`src/include/soc_config.svh`:
```
`ifndef SOC_CONFIG_SVH
`define SOC_CONFIG_SVH

// master port
`define SOC_ADDR_W 16
`define SOC_DATA_W 32

// upper address bits pick the region
`define SOC_REGION_W 2
`define SOC_N_SLAVES 4

// slave and region indices
`define SLAVE_MAIN 0
`define SLAVE_BOOT 1
`define SLAVE_UART 2
`define SLAVE_RST  3

// word address widths of the RAMs
`define SOC_BOOT_WORDS_W 8
`define SOC_MAIN_WORDS_W 10

// serial bit period in clock cycles
`define SOC_UART_BIT_CYCLES 8

`endif

```
`src/source/soc_pkg.sv`:
```
`default_nettype none

`include "soc_config.svh"

package soc_pkg;

   typedef logic [`SOC_ADDR_W-1:0] addr_t;
   typedef logic [`SOC_DATA_W-1:0] data_t;

   // one bit per byte, all zero for a read
   typedef logic [3:0] strb_t;

   typedef logic [`SOC_N_SLAVES-1:0] slave_sel_t;

   // master side, held until ready
   typedef struct packed {
      logic  valid;
      addr_t addr;
      data_t wdata;
      strb_t wstrb;
   } bus_req_t;

   // rdata only meaningful with ready
   typedef struct packed {
      logic  ready;
      data_t rdata;
   } bus_rsp_t;

endpackage

`default_nettype wire

```
`src/source/soc_uart_tx.sv`:
```
`timescale 1ns/1ps
`default_nettype none

`include "soc_config.svh"

module soc_uart_tx
   import soc_pkg::*;
(
   input  logic     clk,
   input  logic     reset,
   input  logic     sel,
   input  bus_req_t req,
   input  logic     cts,
   output bus_rsp_t rsp,
   output logic     txd
);

   localparam int CNT_W = $clog2(`SOC_UART_BIT_CYCLES + 1);

   typedef enum logic [1:0] {
      ST_IDLE,
      ST_START,
      ST_DATA,
      ST_STOP
   } tx_state_t;

   tx_state_t  state;
   logic [CNT_W-1:0] bit_cnt;
   logic [2:0] bit_idx;
   logic [7:0] shift;
   logic       pending;
   logic       busy;
   logic       bit_end;
   logic       data_write;
   logic       take;
   logic       ready;
   data_t      rdata;

   assign busy = pending || state != ST_IDLE;
   assign bit_end = bit_cnt == CNT_W'(`SOC_UART_BIT_CYCLES - 1);

   // word 0 write is the byte to send, held off while busy
   assign data_write = |req.wstrb && !req.addr[2];
   assign take = sel && req.valid && !ready && !(data_write && busy);

   always_ff @(posedge clk or posedge reset) begin
      if (reset) begin
         ready   <= 1'b0;
         state   <= ST_IDLE;
         bit_cnt <= '0;
         bit_idx <= '0;
         pending <= 1'b0;
         txd     <= 1'b1;
      end else begin
         ready <= take;
         if (take && data_write) begin
            pending <= 1'b1;
         end
         case (state)
            ST_IDLE: begin
               txd <= 1'b1;
               if (pending && cts) begin
                  state   <= ST_START;
                  txd     <= 1'b0;
                  bit_cnt <= '0;
                  pending <= 1'b0;
               end
            end
            ST_START: begin
               bit_cnt <= bit_end ? '0 : bit_cnt + 1'b1;
               if (bit_end) begin
                  state   <= ST_DATA;
                  bit_idx <= '0;
                  txd     <= shift[0];
               end
            end
            ST_DATA: begin
               bit_cnt <= bit_end ? '0 : bit_cnt + 1'b1;
               if (bit_end) begin
                  if (bit_idx == 3'd7) begin
                     state <= ST_STOP;
                     txd   <= 1'b1;
                  end else begin
                     bit_idx <= bit_idx + 1'b1;
                     txd     <= shift[0];
                  end
               end
            end
            default: begin
               bit_cnt <= bit_end ? '0 : bit_cnt + 1'b1;
               if (bit_end) begin
                  state <= ST_IDLE;
               end
            end
         endcase
      end
   end

   // next data bit sits in bit 0
   always_ff @(posedge clk) begin
      if (take && data_write) begin
         shift <= req.wdata[7:0];
      end else if (bit_end && (state == ST_START || state == ST_DATA)) begin
         shift <= shift >> 1;
      end
      if (take) begin
         rdata <= req.addr[2] ? data_t'(busy) : '0;
      end
   end

   assign rsp = '{ready: ready, rdata: rdata};

   assert property (@(posedge clk) disable iff (reset) state == ST_IDLE |-> txd)
      else $error("soc_uart_tx: line low while idle");

endmodule

`default_nettype wire

```
`config.mk`:
```
export PLATFORM = sky130hd
export DESIGN_NAME = soc_uart_tx
export DESIGN_NICKNAME = d
export VERILOG_FILES = /design/src/source/soc_pkg.sv /design/src/source/soc_uart_tx.sv
export VERILOG_INCLUDE_DIRS = /design/src /design/src/include
export SDC_FILE = /design/constraint.sdc
export NUM_CORES = 1
export LEC_CHECK = 0
export ABC_AREA = 1
export BUFFER_PORTS_ARGS = -buffer_cell sky130_fd_sc_hd__buf_2
export CORE_MARGIN = 5
export CORE_UTILIZATION = 45
export CTS_CLUSTER_SIZE = 40
export DETAILED_ROUTE_END_ITERATION = 10
export PLACE_DENSITY = 0.88
export SLEW_MARGIN = 20
export SYNTH_ARGS = -nofsm -noshare
export SYNTH_HDL_FRONTEND = slang
export SYNTH_SLANG_ARGS = --single-unit
```
`constraint.sdc`:
```
create_clock -name clk -period 4.7 [get_ports clk]
set_input_delay 0.235 -clock clk [delete_from_list [all_inputs] [get_ports clk]]
set_output_delay 0.235 -clock clk [all_outputs]
set_load 0.03 [all_outputs]
```
==> parameters.txt <==
Parameter                              Value

Worst setup path
  Reg-to-reg critical path endpoint ... shift[7]
  Kind of end point of the critical path ... flip-flop
  Critical Path, Cell by Cell ... inv_1, ha_1, inv_2, nor2_4, nand4_4, o21ai_1
  CP Data Required Time ... 4.65 ns
  Number of gates on the worst path with buffers counted ... 6
  Delay of the slowest critical-path stage ... 0.45 ns
  Cell type of the slowest stage on the worst timing path ... sky130_fd_sc_hd__o21ai_1
  Worst path buffer plus inverter count ... 2
  Register-to-Register Setup Slack ... 2.62 ns
  Start of the worst register-to-register path ... state[0]
  Worst Path Class, Setup ... flip-flop to flip-flop
  Critical path peak fanout ... 10
  Crit path max-delay family ... simple AND/OR/NAND/NOR gates
  Critical Path Source Type ... flip-flop
  Worst Reg2Reg Path Length in Cells ... 6
  Arrival time of data at the critical path endpoint ... 2.03 ns

Clock network
  CTS H-Tree Depth ... 1
  Clk root buf ... sky130_fd_sc_hd__clkbuf_4
  CTS tree ... yes
  Later-pin clock latency in the skew report ... 0.31 ns
  Clock Sink Count ... 21
  Buffer depth of the longest clock path ... 2
  Number of buffers inserted during clock tree synthesis ... 3
  Post-cts gate resize count ... 0
  Clock input transition at the sequential cells of the worst setup and hold paths ... 0.11 ns

Floorplanning
  Height of the die ... 65.36 um
  Placeable core region ... 3003 um2
  Initial Utilization ... 45.92%
  Number of standard-cell rows in the floorplan ... 20
  Total die area ... 4271 um2
  Top Ports ... 91
  Die Wd ... 65.36 um

Finish
  Inserted Diodes ... 0
  Share of layout cells above drive strength 1 ... 16.94%
  Commonest cells after routing, fill and taps aside ... 42 x sky130_fd_sc_hd__nand2_1, 31 x sky130_fd_sc_hd__conb_1, 20 x sky130_fd_sc_hd__buf_2
  Commonest non-fill, non-tap cell in the layout ... sky130_fd_sc_hd__nand2_1
  Final non-filler cell total ... 216
  Area growth, synth to finish ... 3.720%
  Total Nets Final ... 248
  Share of the core filled with cells in the final layout ... 47.63%

Route
  Starting DRC count in detailed routing ... 18
  Routed length per placed instance ... 10.43 um
  Initial DRT Pass Iterations ... 4
  Final antenna-violating net count ... 0
  Vias per cell ... 4.569
  Drt total wl ... 2252 um
  DRC Markers ... 0
  Via count of the routed design ... 987

GRT
  Number of antenna violations at the first check in global routing ... 0
  Vias in the first global route ... 932
  Pin count of the biggest net entering global routing ... 13
  First-pass GRT wire length ... 3622 um
  Total global-route track usage ... 10.72%
  Final global-route overflow total ... 0

STA
  Setup-failing EPs final ... 0
  Final setup TNS ... 0 ns
  Maximum frequency from static timing analysis ... 480.9 MHz
  Setup repair after global routing missed its margin ... no
  Total count of hold-check failures in the final report ... 0
  Final min period ... 2.080 ns
  Final Skew ... 0.002498 ns
  Max-slew violations ... 0
  Slew headroom ... 52.22%
  Share of the clock period used by the worst path after layout ... 44.25%
  Worst slew pin tran ... 0.7119 ns

Worst hold path
  Hold path startpoint ... req[11]
  Number of instances on the worst hold path ... 3
  Worst min path class ... input port to flip-flop
  Hold worst-path end ... shift[7]

Synth
  Cells after Synth ... 160
  Area share of the leading cell type in the synthesized netlist ... 19.96%
  Average size of a mapped cell ... 8.618 um2
  Part of the Yosys area used for sequential elements ... 41.47%
  Yosys Warn Count ... 0
  Post-synth cell types ... 21
  Cell taking the most area after synthesis ... sky130_fd_sc_hd__dfrtp_1
  Register bit count reported by yosys ... 21
  Top area cells in the synthesized netlist ... sky130_fd_sc_hd__dfrtp_1 20%, sky130_fd_sc_hd__edfxtp_1 20%, sky130_fd_sc_hd__buf_4 17%
  Synth Cell Area ... 1379 um2

Power
  Switching part of the total ... 44.61%
  Power per standard cell area ... 478.0 nW/um2
  Cell-internal power ... 378.6 uW
  Leak ... 0.7686 nW
  Switching power of the nets ... 305.0 uW
  Sequential cell fraction of total power ... 41.5%
  Comb power frac ... 45.7%
  Worst supply voltage drop on vdd ... 0.0002337 V
  Total power of the final layout ... 683.6 uW
  Clock network power share ... 12.8%

Job
  MaxCap Viol Count ... 0

Status
  Result of the run ... finished, final reports clean

Place
  Number of cells after detailed placement ... 211
  I/O Buffers ... 20
  Final weighted congestion in routability-driven placement ... 0.8428
  Final HPWL DP ... 1816 um
## routing by layer
metal  share of wire, %  vias up  track usage, %
met5                  0        -               0
met3                4.8        5           1.538
met4                1.8        0           4.663
met1                 42      459           12.73
li1                   -      501               -
met2                 52       22           19.09
## worst max-delay path by stage
| stage | start | endpoint | slack [ns] |
|---|---|---|---|
| 6_report | state[0] | shift[7] | 2.62 |
| 4_1_cts | state[0] | shift[1] | 2.52 |
| 2_1_floorplan | state[0] | shift[0] | 2.89 |
| 3_5_place_dp | state[0] | shift[1] | 2.55 |
| 3_3_place_gp | state[0] | shift[7] | 2.62 |
| 5_1_grt | state[0] | shift[1] | 2.47 |
## stage by stage
| step | cell area (um2) | setup WS [ns] | hold WS (ns) |
|---|---|---|---|
| 2_1_floorplan | 1491 | 2.892 | 0.09898 |
| 3_3_place_gp | 1393 | 2.623 | 0.2744 |
| 3_5_place_dp | 1393 | 2.553 | 0.2826 |
| 4_1_cts | 1430 | 2.521 | 0.2280 |
| 5_1_grt | 1430 | 2.469 | 0.2350 |
| 6_report | 1430 | 2.620 | 0.2359 |
## synthesized netlist by cell type (all sizes together)
library cell,instances
nand4,10
dfrtp,11
xnor2,1
conb,1
ha,7
buf,32
a22o,1
dfstp,1
edfxtp,9
inv,19
nor2,9
nand3,6
o21ai,8
nand2,42
a21oi,2
xor2,1
## worst reg2reg max path: stages, from the launching register on
cell and delay, ns:
sky130_fd_sc_hd__dfrtp_1 0.43, sky130_fd_sc_hd__inv_1 0.10, sky130_fd_sc_hd__ha_1 0.21, sky130_fd_sc_hd__inv_2 0.08, sky130_fd_sc_hd__nor2_4 0.23, sky130_fd_sc_hd__nand4_4 0.22
sky130_fd_sc_hd__o21ai_1 0.45
## timing repair
item	in CTS	in global routing
buffers inserted	0	0
endpoints found under the hold margin	11	0
hold buffers	1	0
## power groups by stage
stage	clock network, mW	registers, mW	logic [mW]
6_report	0.0876	0.284	0.312
5_1_grt	0.0968	0.290	0.358
4_1_cts	0.0922	0.284	0.314
3_5_place_dp	0	0.288	0.311
3_3_place_gp	0	0.286	0.301
2_1_floorplan	0	0.291	0.265
## sequential cells by signal (all words and copies together), names as in the netlist
name	flops
bit_cnt	4
state	2
bit_idx	3
shift	8
txd	1
pending	1
rdata	1
ready	1
## cell families (layout without fill, tap and decap cells)
logic type / Yosys count / after routing / share of synthesized area [%]
simple gates: 67 / 67 / 23.41
buf+inv: 51 / 44 / 22.59
flops: 21 / 21 / 41.47
compound gates: 11 / 11 / 4.628
fa+ha+maj: 7 / 7 / 6.352
xor+xnor: 2 / 2 / 1.271
other cells: 1 / 31 / 0.2720
## cell type report
class / instances / area [um2]
multi-input cells: 118 / 608.1
clock inverters: 1 / 5.005
flip-flops and latches: 21 / 571.8
well taps: 33 / 41.29
fillers: 313 / 1573
clock buffers: 3 / 22.52
inverters: 19 / 71.32
repair buffers: 21 / 110.1
No activity file was read; power rests on OpenSTA's default activity.
