File: src/include/soc_config.svh
`ifndef SOC_CONFIG_SVH
`define SOC_CONFIG_SVH

// master port
`define SOC_ADDR_W 16
`define SOC_DATA_W 32

// upper address bits pick the region
`define SOC_REGION_W 2
`define SOC_N_SLAVES 4

// slave and region indices
`define SLAVE_MAIN 0
`define SLAVE_BOOT 1
`define SLAVE_UART 2
`define SLAVE_RST  3

// word address widths of the RAMs
`define SOC_BOOT_WORDS_W 8
`define SOC_MAIN_WORDS_W 10

// serial bit period in clock cycles
`define SOC_UART_BIT_CYCLES 8

`endif

File: src/source/soc_pkg.sv
`default_nettype none

`include "soc_config.svh"

package soc_pkg;

   typedef logic [`SOC_ADDR_W-1:0] addr_t;
   typedef logic [`SOC_DATA_W-1:0] data_t;

   // one bit per byte, all zero for a read
   typedef logic [3:0] strb_t;

   typedef logic [`SOC_N_SLAVES-1:0] slave_sel_t;

   // master side, held until ready
   typedef struct packed {
      logic  valid;
      addr_t addr;
      data_t wdata;
      strb_t wstrb;
   } bus_req_t;

   // rdata only meaningful with ready
   typedef struct packed {
      logic  ready;
      data_t rdata;
   } bus_rsp_t;

endpackage

`default_nettype wire

File: src/source/soc_reset_ctrl.sv
`timescale 1ns/1ps
`default_nettype none

module soc_reset_ctrl
   import soc_pkg::*;
(
   input  logic     clk,
   input  logic     reset,
   input  logic     sel,
   input  bus_req_t req,
   output bus_rsp_t rsp,
   output logic     boot,
   output logic     core_reset
);

   logic  take;
   logic  is_write;
   logic  ready;
   data_t rdata;

   assign take = sel && req.valid && !ready;
   assign is_write = |req.wstrb;

   // reads are acknowledged too
   always_ff @(posedge clk or posedge reset) begin
      if (reset) begin
         ready      <= 1'b0;
         boot       <= 1'b1;
         core_reset <= 1'b0;
      end else begin
         ready      <= take;
         core_reset <= take && is_write && req.wdata[0];
         if (take && is_write) begin
            boot <= req.wdata[1];
         end
      end
   end

   // boot flag in bit 1
   always_ff @(posedge clk) begin
      if (take) begin
         rdata    <= '0;
         rdata[1] <= boot;
      end
   end

   assign rsp = '{ready: ready, rdata: rdata};

endmodule

`default_nettype wire

File: config.mk
export PLATFORM = sky130hd
export DESIGN_NAME = soc_reset_ctrl
export DESIGN_NICKNAME = d
export VERILOG_FILES = /design/src/source/soc_pkg.sv /design/src/source/soc_reset_ctrl.sv
export VERILOG_INCLUDE_DIRS = /design/src /design/src/include
export SDC_FILE = /design/constraint.sdc
export NUM_CORES = 1
export LEC_CHECK = 0
export ABC_AREA = 0
export BUFFER_PORTS_ARGS = -buffer_cell sky130_fd_sc_hd__buf_2
export CAP_MARGIN = 20
export CORE_MARGIN = 2
export CORE_UTILIZATION = 24
export DETAILED_ROUTE_END_ITERATION = 10
export GPL_TIMING_DRIVEN = 1
export PLACE_DENSITY = 0.85
export REMOVE_ABC_BUFFERS = 1
export SETUP_SLACK_MARGIN = 0.5
export SLEW_MARGIN = 20
export SYNTH_ARGS = -nofsm -noshare
export SYNTH_HDL_FRONTEND = slang
export SYNTH_SLANG_ARGS = --single-unit
File: constraint.sdc
create_clock -name clk -period 2.97 [get_ports clk]
set_input_delay 0.297 -clock clk [delete_from_list [all_inputs] [get_ports clk]]
set_output_delay 0.297 -clock clk [all_outputs]
set_load 0.005 [all_outputs]
==> results of run 1 <==
[synth_stat cells (all sizes together)]
library cell / count
and2: 1
nand2: 1
buf: 32
dfstp: 1
conb: 1
inv: 1
edfxtp: 1
nor3: 1
mux2: 1
nor2: 1
dfrtp: 2
nor4: 1
[layer usage]
layer / track usage (%) / part of all wire [%] / vias up / wire [um]
met3: 4.90 / 33 / 0 / 168
met5: 0 / 0 / - / 0
met2: 7.35 / 41 / 37 / 209
li1: - / - / 107 / -
met1: 3.98 / 27 / 94 / 136
met4: 5.45 / 0 / 0 / 0
[final timing paths]
path / start / end / slack, ns
worst max-delay path: boot / boot / 1.81
worst min-delay path: req[4] / core_reset / 0.28
worst max register to register: ready / boot / 1.90
worst min register to register: ready / ready / 0.49
max in group asynchronous: reset / boot / 2.29
min in group asynchronous: reset / core_reset / 0.46
[power groups by stage]
stage	Clock, uW	Sequential (uW)	Combinational [uW]
floorplan	0	67.9	13.3
global placement	0	67.2	24.5
finish	73.1	66.9	26.7
CTS	77.5	67.0	26.4
global route	79.9	67.5	31.1
detailed placement	0	67.8	25.3
[final cells by class]
cell class              count  area (um^2)  share of cell area [%]
repair buffers             14         75.1                    19.5
well taps                  16         20.0                    5.19
inverters                   1         3.75                   0.974
flip-flops and latches      4          106                    27.6
multi-input cells          37          154                    39.9
clock buffers               4         26.3                    6.82
[stage by stage]
step	cells	utilization [%]	instance area [um^2]	power, uW
2_1_floorplan	42	-	264	81.1
4_1_cts	76	25.3	385	171
3_3_place_gp	71	22.9	349	91.7
3_5_place_dp	71	22.9	349	93.1
6_report	76	25.3	385	167
5_1_grt	76	25.3	385	179
[registers in the layout, summed over array words and instances, names as in the netlist]
register	flops
boot	1
core_reset	1
rdata	1
ready	1
[cells by family (layout without fill, tap and decap cells)]
kind of cell	Yosys count	count (layout)	synth area share (%)
buffers and inverters	33	19	62.3
and+or+nand+nor	5	5	6.71
DFF	4	4	27.2
other	1	31	0.958
muxes	1	1	2.88
[timing repair]
action,CTS,global route
hold buffers,1,0
gates resized for setup,0,0
hold endpoints to repair,2,0
==> impl_metrics.tcl, run 1 <==
set metrics [dict create \
    clk_path_buf_depth 2 \
    finClkSkew_ns 0.00819 \
    r2r_cells 2 \
    die_x_um 44.4 \
    netSwitchingFraction_pct 24.8 \
    fillers 161 \
    comb_power_share_pct 16.0 \
    initial_core_util_pct 25.7 \
    period_needed_ns 1.16 \
    synth-seq-cells 4 \
    synthDominantCellAreaShare_pct 61.3 \
    rows 14 \
    rsz0062_at_grt "false" \
    required_ns 2.67 \
    clock.fmax_ghz 0.863 \
    p_switching_uw 41.4 \
    clkTransAtPathRegs_ns 0.04 \
    area_growth_pct -1.60 \
    irDropWorstVdd_uv 85.2 \
    numCtsBuffers 3 \
    grt_max_degree 4 \
    dieArea_um2 1970 \
    cp_cell_sequence "buf_2" \
    drv_cap 0 \
    h-tree-depth 1 \
    grt_usage_pct 5.22 \
    grt_pass1_vias 165 \
    status "complete, no violations" \
    critical_path_class "reg -> out" \
    ios 91 \
    synth_area_per_cell_um2 8.90 \
    synth_cell_types 12 \
    clkSinkCount 4 \
    ys_seq_area_share_pct 27.2 \
    yosysTopAreaCell "buf_4" \
    worst_path_max_delay_cell "dfstp_2" \
    min_path_cells 2 \
    num_antenna_cells 0 \
    port_buffers 13 \
    coreArea_um2 1520 \
    max_stage_delay_ns 0.53 \
    drive_gt1_share_pct 30.0 \
    ys_warn_count 0 \
    yosys-top-cells-area "buf_4 (61%), dfrtp_1 (13%), edfxtp_1 (7.7%)" \
    cts_root_buf "clkbuf_4" \
    setup-tns-final_ns 0 \
    final_common_cell "conb_1" \
    p_leak_uw 0.000239 \
    hold_path.class "in -> reg" \
    routed_wl_um 513 \
    cp.depth 1 \
    slew_viol_final 0 \
    cts_tree "built" \
    path_delay_family "flip-flops" \
    grt_overflow 0 \
    final_cell_mix "conb_1 (31), buf_2 (13), clkbuf_4 (3)" \
    layout.nets 117 \
    endpoint_kind "output port" \
    post_cts_buffers 0 \
    setup_violations 0 \
    cp_num_buf_inv 1 \
    hold_violations 0 \
    drtIter0Drc 0 \
    seq_power_share_pct 40.1 \
    synth_cells 44 \
    internal_power_uw 125 \
    wl_per_cell_um 6.75 \
    die_h_um 44.4 \
    p_per_area_nw_per_um2 433 \
    drc 0 \
    hold-worst-slack_ns 0.279 \
    layout_setup_ws_ns 1.81 \
    period_share_pct 39.0 \
    cp-start-kind "flip-flop" \
    antenna_found_initial 0 \
    num_vias 238 \
    firstDrtPassIters 1 \
    grt_pass1_wl_um 621 \
    gp_congestion 0.621 \
    arrival_ns 0.86 \
    clock_latency_ns 0.24 \
    pwr-share-clk_pct 43.9 \
    cp_max_fo 3 \
    netlist_area_um2 392 \
    detailedPlace.worstSlack_ns 1.71 \
    ant_nets 0 \
    vias_per_cell 3.13 \
]
Power figures use the tool's default switching activity.
==> inputs of run 2 (changes only) <==
- ABC_AREA: 0 -> 1
- CORE_UTILIZATION: 24 -> 23
- PLACE_DENSITY: 0.85 -> 0.8
- clock period: 2.97 -> 1.1 ns (I/O delays scaled with it)
==> run 2 against run 1 <==
  * Routed wire length is 17% higher
  * Synthesized area is 4.5% higher
  * Register-to-register slack worse by 1.7 ns
  * Clock power grew to 2.7 times the previous value
  * Largest power group unchanged
  * Global-route usage is 1.2 points higher
  * Power grew to 3.0 times the previous value
  * Via count is 13% higher
  * Critical endpoint unchanged
  * Count of clock-buffer cells in the layout stayed put
  * Worst setup slack worse by 1.7 ns
  * Final cell count is 24% higher
  * Die area is 8.2% higher
==> impl_metrics.tcl, run 2 <==
set metrics [dict create \
    status "complete, no violations" \
    gp_congestion 0.651 \
    clkSinkCount 4 \
    ys_warn_count 0 \
    internal_power_uw 368 \
    yosysTopAreaCell "buf_4" \
    cts_tree "built" \
    p_per_area_nw_per_um2 1070 \
    antenna_found_initial 0 \
    irDropWorstVdd_uv 278 \
    clock.fmax_ghz 1.04 \
    min_path_cells 3 \
    clock_latency_ns 0.24 \
    period_needed_ns 0.964 \
    hold_end "core_reset" \
    hold_path.class "in -> reg" \
    path_delay_family "flip-flops" \
    seq_power_share_pct 36.1 \
    r2r_start "boot" \
    required_ns 0.99 \
    layout_setup_ws_ns 0.136 \
    clkTransAtPathRegs_ns 0.04 \
    r2r_cells 4 \
    drv_cap 0 \
    detailedPlace.worstSlack_ns 0.247 \
    drive_gt1_share_pct 36.2 \
    vias_per_cell 2.85 \
    num_antenna_cells 0 \
    grt_pass1_wl_um 759 \
    synth_cell_types 11 \
    fillers 192 \
    finClkSkew_ns 0.0110 \
    arrival_ns 0.85 \
    ant_nets 0 \
    hold_violations 0 \
    comb_power_share_pct 23.9 \
    final_cell_mix "conb_1 (31), buf_2 (12), buf_6 (4)" \
    rsz0062_at_grt "true" \
    cp_cell_sequence "buf_6" \
    h-tree-depth 1 \
    dieArea_um2 2130 \
    synth_most_common_cell "buf_4" \
    die_x_um 46.2 \
    min-delay-start "req[4]" \
    pwr-share-clk_pct 40.0 \
    worst_path_max_delay_cell "dfstp_2" \
    synth_ff_type "dfrtp_1" \
    grt_max_degree 5 \
    area_growth_pct 13.5 \
    routed_wl_um 598 \
    grt_usage_pct 6.37 \
    wl_per_cell_um 6.36 \
    p_leak_uw 0.000278 \
    firstDrtPassIters 1 \
    grt_pass1_vias 189 \
    ios 91 \
    power_uw 496 \
    cp_max_fo 2 \
    setup-tns-final_ns 0 \
    layout.nets 126 \
    hpwl_um 466 \
    netSwitchingFraction_pct 25.9 \
    coreArea_um2 1710 \
    drc 0 \
    slew_viol_final 0 \
    drtIter0Drc 0 \
    yosys-top-cells-count "buf_4 (32), nand2_1 (3), nor2_1 (3)" \
    critical_path_class "reg -> out" \
    hold-worst-slack_ns 0.0914 \
    reg2reg_slack_ns 0.22 \
    synth_cells 49 \
    ys_seq_area_share_pct 26.0 \
    setup_violations 0 \
    final_common_cell "conb_1" \
    p_switching_uw 128 \
    netlist_area_um2 409 \
    synth_edf_count 1 \
    grt_overflow 0 \
    cp_num_buf_inv 1 \
    yosys-top-cells-area "buf_4 (59%), dfrtp_1 (12%), edfxtp_1 (7.3%)" \
    clk_path_buf_depth 2 \
    endpoint_kind "output port" \
    max_stage_delay_ns 0.53 \
    timing.rr.end "boot" \
    initial_core_util_pct 24.0 \
    synth-seq-cells 4 \
    num_vias 268 \
    cp-start-kind "flip-flop" \
    die_h_um 46.2 \
    rows 15 \
    numCtsBuffers 3 \
    synthDominantCellAreaShare_pct 58.7 \
    synth_area_per_cell_um2 8.35 \
    period_share_pct 87.6 \
    cp-startpoint "boot" \
    async_reset_ff_share_pct 75.0 \
    cts_root_buf "clkbuf_4" \
    port_buffers 13 \
]
[run 2: cell count changes after synthesis]
| cell | previous run | this run |
|---|---|---|
| and2_2 | 1 | 0 |
| inv_1 | 1 | 2 |
| mux2_1 | 1 | 0 |
| nand2_1 | 1 | 3 |
| nand2_2 | 0 | 2 |
| nand3_1 | 0 | 1 |
| nor2_1 | 1 | 3 |
| nor2_4 | 0 | 1 |
| nor3_1 | 1 | 0 |
| nor4_1 | 1 | 0 |
[run 2: cell type report]
cell class | instances | area [um^2] | share of cell area (%)
sequential | 4 | 106 | 22.9
multi-input combinational | 41 | 170 | 36.7
tap | 25 | 31.3 | 6.74
timing repair buffer | 18 | 123 | 26.4
inverter | 2 | 7.51 | 1.62
clock buffer | 4 | 26.3 | 5.66
[run 2: kinds of logic after synthesis]
family	Yosys count	synth area share (%)
other	1	0.917
AND/OR/NAND/NOR	10	12.5
flip-flops	4	26.0
buffers and inverters	34	60.6
[run 2: what timing repair did]
| item | CTS | global route |
|---|---|---|
| hold buffers | 1 | 0 |
| endpoints found under the setup margin | 9 | 9 |
| buffers inserted | 2 | 2 |
| resized for setup | 1 | 4 |
| pin swaps | 2 | 0 |
| hold endpoints to repair | 3 | 0 |
[run 2: worst max path at each step]
stage	endpoint	cells past startpoint
after floorplan	rdata[1]	1
after global placement	rdata[1]	1
after detailed placement	rdata[1]	1
after CTS	boot	1
after global routing	boot	1
final	boot	1
[run 2: worst register-to-register path, stage by stage, from the launching register on]
cell	delay, ns
dfstp_2	0.53
buf_4	0.11
buf_6	0.08
nand2_1	0.04
nand2_1	0.05
[run 2: power groups by stage]
stage,Sequential (uW),Combinational (uW),Clock [uW]
after detailed placement,180,72.6,0
after CTS,176,90.9,206
after global placement,179,70.3,0
after global routing,180,135,229
final,179,119,198
after floorplan,181,40.7,0
[run 2: metrics by stage]
stage | instances | instance area (um^2) | util [%]
floorplan | 47 | 282 | -
CTS | 92 | 433 | 25.3
global route | 94 | 464 | 27.2
finish | 94 | 464 | 27.2
global placement | 85 | 378 | 22.1
detailed placement | 85 | 378 | 22.1
[run 2: routing by layer]
metal	track usage, %	share of wire [%]	routed length [um]	vias to the layer above
li1	-	-	-	123
met1	4.65	25	148	103
met2	6.94	41	247	38
met3	9.02	31	186	4
met4	6.86	2.7	16	0
met5	0	0	0	-
