<file path="config.mk">
export PLATFORM = sky130hd
export DESIGN_NAME = soc_interconnect
export DESIGN_NICKNAME = d
export VERILOG_FILES = /design/src/source/soc_pkg.sv /design/src/source/soc_interconnect.sv
export VERILOG_INCLUDE_DIRS = /design/src /design/src/include
export SDC_FILE = /design/constraint.sdc
export NUM_CORES = 1
export LEC_CHECK = 0
export BUFFER_PORTS_ARGS = -buffer_cell sky130_fd_sc_hd__buf_4
export CORE_AREA = 3 3 84 86
export DETAILED_ROUTE_END_ITERATION = 10
export DIE_AREA = 0 0 87 89
export PLACE_DENSITY = 0.58
export SYNTH_ARGS = -nofsm -noshare
export SYNTH_HDL_FRONTEND = slang
export SYNTH_SLANG_ARGS = --single-unit
</file>
<file path="constraint.sdc">
create_clock -name vclk -period 1.58
set_input_delay 0.079 -clock vclk [all_inputs]
set_output_delay 0.079 -clock vclk [all_outputs]
set_load 0.02 [all_outputs]
</file>
<file path="src/include/soc_config.svh">
`ifndef SOC_CONFIG_SVH
`define SOC_CONFIG_SVH

// master port
`define SOC_ADDR_W 16
`define SOC_DATA_W 32

// upper address bits pick the region
`define SOC_REGION_W 2
`define SOC_N_SLAVES 4

// slave and region indices
`define SLAVE_MAIN 0
`define SLAVE_BOOT 1
`define SLAVE_UART 2
`define SLAVE_RST  3

// word address widths of the RAMs
`define SOC_BOOT_WORDS_W 8
`define SOC_MAIN_WORDS_W 10

// serial bit period in clock cycles
`define SOC_UART_BIT_CYCLES 8

`endif

</file>
<file path="src/source/soc_pkg.sv">
`default_nettype none

`include "soc_config.svh"

package soc_pkg;

   typedef logic [`SOC_ADDR_W-1:0] addr_t;
   typedef logic [`SOC_DATA_W-1:0] data_t;

   // one bit per byte, all zero for a read
   typedef logic [3:0] strb_t;

   typedef logic [`SOC_N_SLAVES-1:0] slave_sel_t;

   // master side, held until ready
   typedef struct packed {
      logic  valid;
      addr_t addr;
      data_t wdata;
      strb_t wstrb;
   } bus_req_t;

   // rdata only meaningful with ready
   typedef struct packed {
      logic  ready;
      data_t rdata;
   } bus_rsp_t;

endpackage

`default_nettype wire

</file>
<file path="src/source/soc_interconnect.sv">
`timescale 1ns/1ps
`default_nettype none

`include "soc_config.svh"

module soc_interconnect
   import soc_pkg::*;
(
   input  bus_req_t   req,
   input  logic       boot,
   input  bus_rsp_t   slave_rsp [`SOC_N_SLAVES],
   output slave_sel_t sel,
   output bus_rsp_t   rsp
);

   logic [`SOC_REGION_W-1:0] region;
   logic [`SOC_REGION_W-1:0] target;
   slave_sel_t               ready_vec;

   assign region = req.addr[`SOC_ADDR_W-1 -: `SOC_REGION_W];

   // region 0 is the boot RAM until software clears boot
   always_comb begin
      if (boot && region == `SOC_REGION_W'(`SLAVE_MAIN)) begin
         target = `SOC_REGION_W'(`SLAVE_BOOT);
      end else begin
         target = region;
      end
   end

   always_comb begin
      sel = '0;
      sel[target] = req.valid;
   end

   // answer of the addressed slave goes back to the master
   assign rsp = slave_rsp[target];

   always_comb begin
      for (int i = 0; i < `SOC_N_SLAVES; i++) begin
         ready_vec[i] = slave_rsp[i].ready;
      end
   end

   // two slaves answering at once means a decode or handshake fault
   always_comb begin
      assert final ($onehot0(ready_vec))
         else $error("soc_interconnect: several slaves ready at once (%b)", ready_vec);
   end

endmodule

`default_nettype wire

</file>
==> results.yml, run 1 <==
power_and_ir_drop:
  seqPwrFrac: 0
  p_leak_nw: 1.41
  power_frac_comb: 1.000
  switching_share: 0.418
  p_int_uw: 464
  p_switching_uw: 333
  powerDensity_mw_per_mm2: 318
  ir_worst_vdd_uv: 172
  pwr-share-clk: 0
critical_path:
  required_ps: 1500
  startpoint_type: "primary input"
  slowest_stage: "nor2_8"
  arrival_ps: 1140
  max_stage_delay_ps: 240
  crit_type: "primary input to primary output"
  path_delay_family: "buffers and inverters"
  crit_buf_inv: 3
  crit_path_end_kind: "primary output"
  critical_path_peak_fanout: 17
  cp_cell_sequence: "buf_4, nor2_8, buf_12, mux2i_1, mux2i_1, buf_4"
grt:
  overflow: 0
  grtUsageTotal: 0.108
  grt_pass1_vias: 1555
  antenna_found_initial: 0
  grt_first_pass_wirelength_um: 7000
  grt_max_degree: 21
detailed_routing:
  detailedRoute.firstIterationViolations: 5
  ant_nets: 0
  vias: 1580
  drtPass1Iterations: 4
  vias_per_cell: 4.38
  wl_per_cell_um: 13.6
  wl_um: 4910
  drc: 0
sta:
  fmax_mhz: 818
  fin_ws_ps: 358
  hold_viol: 0
  setup_tns_ps: 0
  setup_viol: 0
  post-route-period-util: 0.774
  rsz0062_at_grt: "no"
  worstMarginPinSlew_ps: 332
  maxSlewViolCount: 0
  layout_min_cycle_time_ps: 1220
  relSlewSlack: 0.779
  timing.hold.ws_ps: 477
cells_and_area:
  clkbuf_count: 0
  mostFrequentLayoutCells: "175 x buf_4, 99 x mux2i_1, 3 x buf_12"
  final_cells: 361
  final_nets: 472
  diodes: 0
  regArea_um2: 0
  final_common_cell: "buf_4"
  utilization: 0.395
  synthToLayoutAreaGrowth_pct: 118
  seq_cells: 0
  drive_gt1_frac: 0.630
min_path:
  min_path_type: "primary input to primary output"
place:
  place_hpwl_um: 4240
  io_buffers: 173
  dp_cells: 361
  dpl_worst_slack_ps: 359
  place.gp.congestion: 0.693
synthesis:
  avgSynthCellArea_um2: 9.84
  synth_cells: 117
  yosysWarnings: 0
  synth_area_mm2: 0.00115
  synth_nets: 303
  synth_top_area_frac: 0.861
  synth_seq_area_share: 0
  yosys.cell_types.count: 11
  synth_top_cells_by_area: "mux2i_1 86%, buf_12 5.2%, buf_2 2.2%"
  yosysTopAreaCell: "mux2i_1"
cts:
  cts_resized: 0
  cts_setup_buffers: 0
  postCtsHoldBufs: 0
status:
  outcome: "completed"
die:
  initial_utilization: 0.181
  dieArea_mm2: 0.00774
  num_rows: 29
  die_w_um: 87
  die_h_um: 89
  core_mm2: 0.00635
  ios: 223
job:
  maxCapViolCount: 0
[layout make-up]
class                      instances  area, um2
tap                               77       96.3
multi-input combinational        106       1040
fill                             647       3840
timing repair buffer             178       1370
[per-layer routing]
metal / global-route usage / wire, um / up-vias
li1: - / - / 780
met1: 0.119 / 1710 / 706
met2: 0.217 / 2610 / 94
met3: 0.0276 / 588 / 0
met4: 0 / 0 / 0
met5: 0 / 0 / -
[cells in the mapped netlist]
master	number
buf_6	1
nor2_8	1
buf_12	3
nand2b_1	1
nor2_1	2
nand2_1	1
nor3_1	1
mux2i_1	99
buf_2	5
and3_1	1
clkbuf_4	2
[power by group through the flow]
stage | clock [mW] | sequential (mW) | combinational (mW)
global route | 0 | 0 | 0.859
finish | 0 | 0 | 0.797
detailed placement | 0 | 0 | 0.806
floorplan | 0 | 0 | 0.377
global placement | 0 | 0 | 0.797
CTS | 0 | 0 | 0.809
[cells by family (layout without fill, tap and decap cells)]
| family | after synthesis | in the layout | synth area share |
|---|---|---|---|
| mux | 99 | 99 | 0.861 |
| buf+inv | 11 | 178 | 0.0967 |
| simple gates | 7 | 7 | 0.0424 |
[metrics by stage]
step,area (um2),power (mW)
CTS,2510,0.809
floorplan,1150,0.377
global route,2510,0.859
finish,2510,0.797
global placement,2510,0.797
detailed placement,2510,0.806
[path summary, 6_finish.rpt]
check / slack (ps) / cells past startpoint / startpoint / to
worst max-delay path: 360 / 6 / req[50] / rsp[30]
worst min-delay path: 480 / 3 / boot / sel[0]
[tightest hold or removal path: stages]
cell and delay (ps):
buf_4 120, nor3_1 50, buf_4 150
Note: power is estimated with default switching activity, not from simulation.
==> run 2, diff against run 1 <==
--- a/config.mk
+++ b/config.mk
@@ -7,10 +7,10 @@
 export NUM_CORES = 1
 export LEC_CHECK = 0
 export BUFFER_PORTS_ARGS = -buffer_cell sky130_fd_sc_hd__buf_4
-export CORE_AREA = 3 3 84 86
+export CORE_AREA = 3 3 85 87
 export DETAILED_ROUTE_END_ITERATION = 10
-export DIE_AREA = 0 0 87 89
-export PLACE_DENSITY = 0.58
+export DIE_AREA = 0 0 88 90
+export PLACE_DENSITY = 0.59
 export SYNTH_ARGS = -nofsm -noshare
 export SYNTH_HDL_FRONTEND = slang
 export SYNTH_SLANG_ARGS = --single-unit
==> constraint.sdc (replaced) <==
create_clock -name vclk -period 1.1
set_input_delay 0.055 -clock vclk [all_inputs]
set_output_delay 0.055 -clock vclk [all_outputs]
set_load 0.02 [all_outputs]
==> run 2 against run 1 <==
Worst hold slack worse by 85 ps. Worst setup slack got worse by 320 ps. Combinational power up 49%. Global-route usage grew 0.87 points. Flip-flop and latch count stayed put. Non-clock buffer count up 6. Count of clock-buffer cells in the layout unchanged.
==> results.yml, run 2 (synthesized netlist as in run 1, its figures left out) <==
status:
  outcome: "completed"
die:
  die_h_um: 90
  core_mm2: 0.00642
  initial_utilization: 0.179
  num_rows: 29
  die_w_um: 88
  ios: 223
  dieArea_mm2: 0.00792
power_and_ir_drop:
  pwr-share-clk: 0
  power_frac_comb: 1.000
  p_leak_nw: 1.47
  seqPwrFrac: 0
  powerDensity_mw_per_mm2: 454
  p_int_uw: 706
  switching_share: 0.409
  p_total_mw: 1.19
  p_switching_uw: 488
  ir_worst_vdd_uv: 213
place:
  io_buffers: 173
  dpl-instance-area_mm2: 0.00256
  place_hpwl_um: 4270
  dp_cells: 364
  place.gp.congestion: 0.685
detailed_routing:
  wl_per_cell_um: 14.3
  vias_per_cell: 4.39
  ant_nets: 0
  drtPass1Iterations: 2
  drc: 0
  detailedRoute.firstIterationViolations: 31
  vias: 1612
  wl_um: 5240
cells_and_area:
  stdcell_area_mm2: 0.00263
  final_common_cell: "buf_4"
  nFillCells: 657
  final_cells: 367
  drive_gt1_frac: 0.641
  synthToLayoutAreaGrowth_pct: 128
  seq_cells: 0
  diodes: 0
  regArea_um2: 0
  clkbuf_count: 0
  final_nets: 478
  mostFrequentLayoutCells: "175 x buf_4, 98 x mux2i_1, 5 x buf_12"
critical_path:
  crit_top_cell: "mux2i_1"
  crit_buf_inv: 3
  max_stage_delay_ps: 210
  crit_type: "primary input to primary output"
  crit_path_end_kind: "primary output"
  slowest_stage: "nor2_8"
  required_ps: 1040
  path_delay_family: "buffers and inverters"
  critical_path_peak_fanout: 7
  cp_cell_sequence: "buf_8, nor2_8, clkbuf_16, mux2i_1, mux2i_1, buf_4"
  arrival_ps: 1010
  startpoint_type: "primary input"
grt:
  grt_max_degree: 37
  antenna_found_initial: 0
  grt_pass1_vias: 1674
  grtUsageTotal: 0.117
  overflow: 0
  grt_first_pass_wirelength_um: 7780
sta:
  post-route-period-util: 0.968
  setup_viol: 0
  hold_viol: 0
  worstMarginPinSlew_ps: 258
  relSlewSlack: 0.828
  setup_tns_ps: 0
  rsz0062_at_grt: "yes"
  layout_min_cycle_time_ps: 1060
  maxSlewViolCount: 0
  timing.hold.ws_ps: 392
  fmax_mhz: 940
min_path:
  min_from: "boot"
  hold_end: "sel[0]"
  hold_path_depth: 3
  min_path_type: "primary input to primary output"
job:
  maxCapViolCount: 0
-- run 2: area by class of cell --
class / count / area (um2) / area share
Timing Repair Buffer: 184 / 1490 / 0.567
Multi-Input combinational cell: 106 / 1040 / 0.397
Tap cell: 77 / 96.3 / 0.0366
-- run 2: power by group through the flow --
stage | combinational [mW] | clock [mW] | sequential (mW)
after floorplan | 0.542 | 0 | 0
after global placement | 1.17 | 0 | 0
after detailed placement | 1.18 | 0 | 0
after CTS | 1.18 | 0 | 0
after global routing | 1.29 | 0 | 0
final | 1.19 | 0 | 0
-- run 2: worst max-delay path by stage --
stage	end	start	slack (ps)	depth (start not counted)
after detailed placement	rsp[12]	req[50]	30	6
after floorplan	rsp[0]	req[50]	60	5
final	rsp[14]	boot	40	6
after CTS	rsp[12]	req[50]	20	6
after global placement	rsp[13]	req[50]	40	6
after global routing	rsp[12]	boot	-40	6
-- run 2: through the flow --
step                      setup slack, ps   util
after global placement               35.3  0.398
after CTS                            18.9  0.398
after detailed placement             31.8  0.398
after floorplan                      61.0      -
after global routing                -40.0  0.410
final                                35.7  0.410
-- run 2: what timing repair did --
item                       4_1_cts  5_1_grt
gates resized for setup          0        4
hold buffers                     0        0
setup endpoints to repair        0       17
buffers inserted                 0        1
-- run 2: routing by layer --
layer	up-vias	track usage	wire length [um]
met1	727	0.136	1920
met2	92	0.227	2790
met3	0	0.0219	526
li1	793	-	-
met4	0	0	0
met5	-	0	0
==> run 3, diff against run 2 <==
--- a/config.mk
+++ b/config.mk
@@ -10,7 +10,9 @@
 export CORE_AREA = 3 3 85 87
 export DETAILED_ROUTE_END_ITERATION = 10
 export DIE_AREA = 0 0 88 90
+export MAX_ROUTING_LAYER = met4
 export PLACE_DENSITY = 0.59
+export SLEW_MARGIN = 20
 export SYNTH_ARGS = -nofsm -noshare
 export SYNTH_HDL_FRONTEND = slang
 export SYNTH_SLANG_ARGS = --single-unit
==> run 3 against run 2 <==
Count of clock-buffer cells in the layout stayed put. Sequential share of layout area unchanged. Non-clock buffer count did not move. Fmax unchanged. Global-route usage grew 0.31 points. Highest routed layer unchanged.
==> results.yml, run 3 (synthesized netlist as in run 1, its figures left out) <==
min_path:
  hold_end: "sel[0]"
  min_from: "boot"
  min_path_type: "primary input to primary output"
  hold_path_depth: 3
grt:
  grt_pass1_vias: 1674
  antenna_found_initial: 0
  grt_first_pass_wirelength_um: 7780
  grtUsageTotal: 0.120
  overflow: 0
  grt_max_degree: 37
die:
  die_h_um: 90
  initial_utilization: 0.179
  num_rows: 29
  core_mm2: 0.00642
  dieArea_mm2: 0.00792
  die_w_um: 88
  ios: 223
cells_and_area:
  drive_gt1_frac: 0.641
  seq_cells: 0
  final_common_cell: "buf_4"
  final_cells: 367
  clkbuf_count: 0
  utilization: 0.410
  diodes: 0
  regArea_um2: 0
  mostFrequentLayoutCells: "175 x buf_4, 98 x mux2i_1, 5 x buf_12"
  final_nets: 478
  synthToLayoutAreaGrowth_pct: 128
power_and_ir_drop:
  seqPwrFrac: 0
  pwr-share-clk: 0
  powerDensity_mw_per_mm2: 454
  p_leak_nw: 1.47
  p_total_mw: 1.19
  power_frac_comb: 1.000
  ir_worst_vdd_uv: 212
  p_int_uw: 706
  p_switching_uw: 488
  switching_share: 0.409
sta:
  hold_viol: 0
  relSlewSlack: 0.828
  layout_min_cycle_time_ps: 1060
  setup_viol: 0
  fmax_mhz: 940
  worstMarginPinSlew_ps: 258
  post-route-period-util: 0.968
  maxSlewViolCount: 0
  timing.hold.ws_ps: 392
  rsz0062_at_grt: "yes"
detailed_routing:
  vias_per_cell: 4.40
  drc: 0
  ant_nets: 0
  vias: 1613
  wl_um: 5240
  wl_per_cell_um: 14.3
  drtPass1Iterations: 2
  detailedRoute.firstIterationViolations: 27
job:
  maxCapViolCount: 0
critical_path:
  slowest_stage: "nor2_8"
  startpoint_type: "primary input"
  crit_type: "primary input to primary output"
  max_stage_delay_ps: 210
  crit_top_cell: "mux2i_1"
  crit_path_end_kind: "primary output"
  cp-startpoint: "boot"
  cp_cell_sequence: "buf_8, nor2_8, clkbuf_16, mux2i_1, mux2i_1, buf_4"
  arrival_ps: 1010
  critical_path_peak_fanout: 7
  required_ps: 1040
place:
  io_buffers: 173
  place_hpwl_um: 4270
  dp_cells: 364
  place.gp.congestion: 0.692
status:
  outcome: "completed"
[run 3: cell counts in the layout (fill, tap and decap cells not counted)]
Identical to the previous run, type by type.
[run 3: how the worst max path moves through the flow]
stage	to	slack (ps)
6_report	rsp[14]	40
5_1_grt	rsp[12]	-40
4_1_cts	rsp[12]	20
3_5_place_dp	rsp[12]	30
3_3_place_gp	rsp[13]	40
2_1_floorplan	rsp[0]	60
[run 3: through the flow]
step | setup WS, ps | setup TNS (ps) | cell area, um2
final | 35.7 | 0 | 2630
after global routing | -40.0 | -352 | 2630
after CTS | 18.9 | 0 | 2560
after detailed placement | 31.8 | 0 | 2560
after global placement | 35.3 | 0 | 2560
after floorplan | 61.0 | 0 | 1150
[run 3: power by group through the flow]
stage          clock, mW  sequential [mW]  combinational (mW)
2_1_floorplan          0                0               0.542
3_3_place_gp           0                0                1.17
3_5_place_dp           0                0                1.18
4_1_cts                0                0                1.18
5_1_grt                0                0                1.29
6_report               0                0                1.19
[run 3: metal layers]
layer	up-vias	share of wire	wire length [um]	global-route usage
met2	92	0.53	2800	0.227
met3	0	0.093	489	0.0165
met4	0	0	0	0
li1	793	-	-	-
met1	728	0.37	1960	0.139
met5	-	0	0	-
[run 3: what timing repair did]
action,4_1_cts,5_1_grt
endpoints found under the setup margin,0,17
setup buffers,0,1
hold buffers,0,0
hold endpoints to repair,0,0
resized for setup,0,4
[run 3: area by class of cell]
type,instances,area (um2)
repair buffers,184,1490
multi-input cells,106,1040
well taps,77,96.3
fillers,658,3790
[run 3: worst max-delay path, delay by kind of cell]
kind | cells | cell delay (ps)
buffers and inverters | 3 | 480
AND/OR/NAND/NOR | 1 | 210
multiplexers | 2 | 270
